`config.mk`:
```
export PLATFORM = sky130hd
export DESIGN_NAME = dma_arb_regs
export DESIGN_NICKNAME = d
export VERILOG_FILES = /design/src/dma_arb_pkg.sv /design/src/dma_arb_regs.sv
export SDC_FILE = /design/constraint.sdc
export NUM_CORES = 1
export LEC_CHECK = 0
export BUFFER_PORTS_ARGS = -buffer_cell sky130_fd_sc_hd__buf_2
export CAP_MARGIN = 20
export CORE_ASPECT_RATIO = 0.8
export CORE_MARGIN = 2
export CORE_UTILIZATION = 59
export CTS_CLUSTER_SIZE = 10
export DETAILED_ROUTE_END_ITERATION = 16
export GPL_ROUTABILITY_DRIVEN = 0
export GPL_TIMING_DRIVEN = 0
export PLACE_DENSITY_LB_ADDON = 0.05
export SYNTH_ARGS = -nofsm -noshare
export SYNTH_HDL_FRONTEND = slang
export SYNTH_SLANG_ARGS = --single-unit
```
`constraint.sdc`:
```
create_clock -name aclk -period 6.54 [get_ports aclk]
set_input_delay 0.654 -clock aclk [delete_from_list [all_inputs] [get_ports aclk]]
set_output_delay 0.654 -clock aclk [all_outputs]
set_load 0.05 [all_outputs]
```
`src/dma_arb_pkg.sv`:
```
package dma_arb_pkg;

    // region count and the width of a region number.
    localparam int N_REGIONS      = 4;
    localparam int N_REGIONS_BITS = 2;

    localparam int ADDR_BITS = 48;  // physical address width on both sides.
    localparam int LEN_BITS  = 28;  // transfer length in bytes.

    // outstanding completions that can wait for their done.
    localparam int CPL_DEPTH = 8;

    // register map of the control block.
    localparam int REG_ADDR_BITS = 2;
    localparam logic [REG_ADDR_BITS-1:0] REG_ENABLE = 2'd0;
    localparam logic [REG_ADDR_BITS-1:0] REG_GRANTS = 2'd1;
    localparam logic [REG_ADDR_BITS-1:0] REG_CPLS   = 2'd2;

    // descriptor presented by a user region.
    // it carries both addresses, the arbiter splits them per channel.
    typedef struct packed {
        logic [ADDR_BITS-1:0] paddr_host;
        logic [ADDR_BITS-1:0] paddr_card;
        logic [LEN_BITS-1:0]  len;
        logic                 ctl;  // request a completion for this transfer.
    } dma_req_t;

    // descriptor as seen by a single channel.
    typedef struct packed {
        logic [ADDR_BITS-1:0] paddr;
        logic [LEN_BITS-1:0]  len;
        logic                 ctl;
    } dma_chan_req_t;

    // register access from software.
    typedef struct packed {
        logic                     wr;     // 1 for a write, 0 for a read.
        logic [REG_ADDR_BITS-1:0] addr;
        logic [31:0]              wdata;
    } reg_req_t;

    // read data returned one cycle after the read.
    typedef struct packed {
        logic [31:0] rdata;
    } reg_rsp_t;

endpackage

```
`src/dma_arb_regs.sv`:
```
`timescale 1ns/1ps

module dma_arb_regs (
    input  logic                              aclk,
    input  logic                              aresetn,
    input  logic                              reg_valid,
    output logic                              reg_ready,
    input  dma_arb_pkg::reg_req_t             reg_req,
    output logic                              rsp_valid,
    output dma_arb_pkg::reg_rsp_t             reg_rsp,
    input  logic                              grant_pulse,
    input  logic                              cpl_pulse,
    output logic [dma_arb_pkg::N_REGIONS-1:0] region_en
);

    logic        reg_fire;
    logic        reg_wr;
    logic        reg_rd;
    logic [31:0] grant_cnt;
    logic [31:0] cpl_cnt;
    logic [31:0] rd_data;

    assign reg_fire = reg_valid && reg_ready;
    assign reg_wr   = reg_fire && reg_req.wr;
    assign reg_rd   = reg_fire && !reg_req.wr;

    // unmapped addresses read as zero.
    always_comb begin
        case (reg_req.addr)
            dma_arb_pkg::REG_ENABLE: rd_data = 32'(region_en);
            dma_arb_pkg::REG_GRANTS: rd_data = grant_cnt;
            dma_arb_pkg::REG_CPLS:   rd_data = cpl_cnt;
            default:                 rd_data = '0;
        endcase
    end

    always_ff @(posedge aclk or negedge aresetn) begin
        if (!aresetn) begin
            reg_ready <= 1'b0;
            rsp_valid <= 1'b0;
            region_en <= '1;  // every region may compete out of reset.
            grant_cnt <= '0;
            cpl_cnt   <= '0;
        end else begin
            reg_ready <= 1'b1;
            rsp_valid <= reg_rd;

            if (reg_wr && reg_req.addr == dma_arb_pkg::REG_ENABLE) begin
                region_en <= reg_req.wdata[dma_arb_pkg::N_REGIONS-1:0];
            end

            // a write clears the counter, and the clear beats an event in the same cycle.
            if (reg_wr && reg_req.addr == dma_arb_pkg::REG_GRANTS) begin
                grant_cnt <= '0;
            end else if (grant_pulse) begin
                grant_cnt <= grant_cnt + 1'b1;  // wraps at 32 bits.
            end

            if (reg_wr && reg_req.addr == dma_arb_pkg::REG_CPLS) begin
                cpl_cnt <= '0;
            end else if (cpl_pulse) begin
                cpl_cnt <= cpl_cnt + 1'b1;
            end
        end
    end

    // read data is captured with the request.
    always_ff @(posedge aclk) begin
        if (reg_rd) begin
            reg_rsp.rdata <= rd_data;
        end
    end

    assert property (@(posedge aclk) disable iff (!aresetn)
        rsp_valid |-> $past(reg_valid && reg_ready && !reg_req.wr))
        else $error("dma_arb_regs: response without a read");

endmodule

```
==> qor.csv <==
metric,value,unit
postCtsHoldBufs,0,
p_leak,2.25,nW
relSlewSlack,37.4,%
rsz0062_at_grt,no,
num_vias,3989,
route.detailed.drc,0,
portBuffers,46,
finalSetupTns,0,ps
design_area,5540,um2
antenna_found_initial,0,
wl,12000,um
dpl-instance-area,5320,um2
final_cell_mix,"dfrtp_1, buf_2, nand2_1",
yosysTopAreaCellShare,33.4,%
grt_pass1_wl,19300,um
arrival,2640,ps
routedWlPerCell,19.0,um
num_rows,29,
ys_seq_elements,102,
path_max_fanout,10,
insertion_delay,380,ps
yosys_warnings,0,
synth_area_leaders,"dfrtp_1, edfxtp_1, a22o_1",
hold_slack,395,ps
h-tree-depth,3,
yosys.area.top_type,dfrtp_1,
dpl.hpwl,8410,um
dieArea,9140,um2
synth_flop_cell,dfrtp_1,
ys_seq_area_share,54.9,%
track_usage,27.5,%
critPathLaunchType,register,
worstSetupPathType,reg -> reg,
min_period,2390,ps
cp-end-kind,register,
cts_tree,yes,
internal_power,999,uW
status,"complete, no violations",
cts_resized,0,
grt_pass1_vias,3775,
cts_buffer_depth,2,
peakVddDrop,178,uV
fillers,610,
avgViaCountPerCell,6.32,
die_y,85.9,um
hold_path.class,in -> async,
combPwrFrac,14.0,%
cts_root_buf,clkbuf_8,
power_density,257,nW/um2
utilization,69.1,%
max_freq,418,MHz
drive_gt1_share,15.7,%
post-cts-setup-buffers,0,
switching_share,29.9,%
synthCells,461,
clkPwrFrac,30.9,%
required,6790,ps
layout.nets,560,
synth_cell_type_count,46,
tightest_slew,937,ps
cts.sinks,102,
p_sw,425,uW
drtIter0Drc,336,
die_w,106,um
syn_area_per_cell,10.7,um2
mostFrequentLayoutCell,dfrtp_1,
synth_fp_nets,503,
hold_viol_final,0,
cts.clk_slew.worst_paths,100,ps
cts_made_buffers,9,
synthArstFlopShare,68.6,%
skew,16.1,ps
coreArea,8020,um2
ant_nets,0,
cap_violations,0,
overflow,0,
syn-cell-area,4950,um2
grt_max_degree,71,
initial_core_util,61.7,%
area_growth_syn_to_layout,12.1,%
finalCritPeriodShare,36.5,%
antenna_cells,0,
drtPass1Iterations,5,
setup_viol,0,
slew_violations,0,
seqPwrFrac,55.1,%
io-pin-count,78,
synth_edf_count,32,
-- layout make-up --
class / count / area [um2] / area share [%]
multi-input combinational: 323 / 2090 / 37.7
sequential: 102 / 2720 / 49.0
tap: 108 / 135 / 2.44
inverter: 9 / 33.8 / 0.609
clock buffer: 10 / 128 / 2.30
clock inverter: 6 / 93.8 / 1.69
timing repair buffer: 46 / 233 / 4.20
buffer: 27 / 113 / 2.03
-- critical path, cell delays in order (launching register included) --
cell and delay (ps):
dfrtp_1 480, ha_1 230, nand2_1 170, or4_1 540
clkbuf_2 200, buf_2 220, o41ai_1 320, a21oi_1 110
-- flip-flops by register name, summed over array words and instances, names as in the netlist --
register and cells:
cpl_cnt 32, rsp_valid 1, region_en 4, reg_ready 1, reg_rsp 32, grant_cnt 32
-- cells by family after synthesis --
logic type	Yosys count	share of synthesized area [%]
AO/OA/AOI/OAI	106	14.3
XOR/XNOR	21	3.72
adder cells (fa/ha/maj)	2	0.506
buffers and inverters	36	2.96
flip-flops	102	54.9
multiplexers	15	3.16
other	1	0.0758
AND/OR/NAND/NOR	178	20.3
-- cells in the mapped netlist (2+ instances only) --
cell / instances
nor3_1: 10
buf_1: 2
o31ai_1: 20
and4_1: 6
clkbuf_1: 18
or4_1: 25
mux2i_1: 10
nand3_1: 17
ha_1: 2
dfstp_2: 4
nand2_1: 37
nor4_1: 9
o21ai_0: 15
mux2_2: 5
nor3b_1: 2
dfrtp_1: 66
nand2b_1: 3
xor2_1: 8
a31oi_1: 2
and3_1: 9
or3_1: 11
inv_1: 9
nor2_1: 25
clkbuf_2: 3
a21oi_1: 34
buf_2: 3
edfxtp_1: 32
xnor2_1: 13
o21a_1: 3
nand4_1: 13
a22o_1: 28
nor2b_1: 3
-- per-stage QoR --
step | setup slack (ps) | power, mW | std cells
CTS | 4180 | 1.43 | 631
finish | 4150 | 1.42 | 631
global route | 4040 | 1.48 | 631
floorplan | 3990 | 0.924 | 461
global placement | 3390 | 0.983 | 615
detailed placement | 3970 | 0.995 | 615
-- path summary, 6_finish.rpt --
check,startpoint,endpoint,slack [ps],depth (start not counted)
min reg2reg,grant_cnt[30]$_DFFE_PN0P_,grant_cnt[30]$_DFFE_PN0P_,570,2
min,aresetn,cpl_cnt[5]$_DFFE_PN0P_,400,1
min in group aclk,reg_req[0],region_en[0]$_DFFE_PN1P_,500,2
max,cpl_cnt[0]$_DFFE_PN0P_,cpl_cnt[26]$_DFFE_PN0P_,4150,7
max reg2reg,cpl_cnt[0]$_DFFE_PN0P_,cpl_cnt[26]$_DFFE_PN0P_,4150,7
max in group asynchronous,aresetn,grant_cnt[31]$_DFFE_PN0P_,5560,1
-- metal layers --
metal  up-vias  part of all wire, %  global-route usage [%]  wire, um
met3        17                  7.5                    6.00       899
met5         -                    0                       0         0
li1       1867                    -                       -         -
met1      1937                   46                    41.8      5510
met2       168                   45                    39.8      5390
met4         0                  1.5                    8.73       178
-- power by group through the flow --
stage               Combinational (mW)  Clock (mW)  Sequential, mW
floorplan                        0.114           0           0.809
global placement                 0.191           0           0.793
detailed placement               0.200           0           0.795
CTS                              0.200       0.449           0.783
global route                     0.222       0.468           0.794
finish                           0.199       0.440           0.785
No activity file was read; power rests on OpenSTA's default activity.
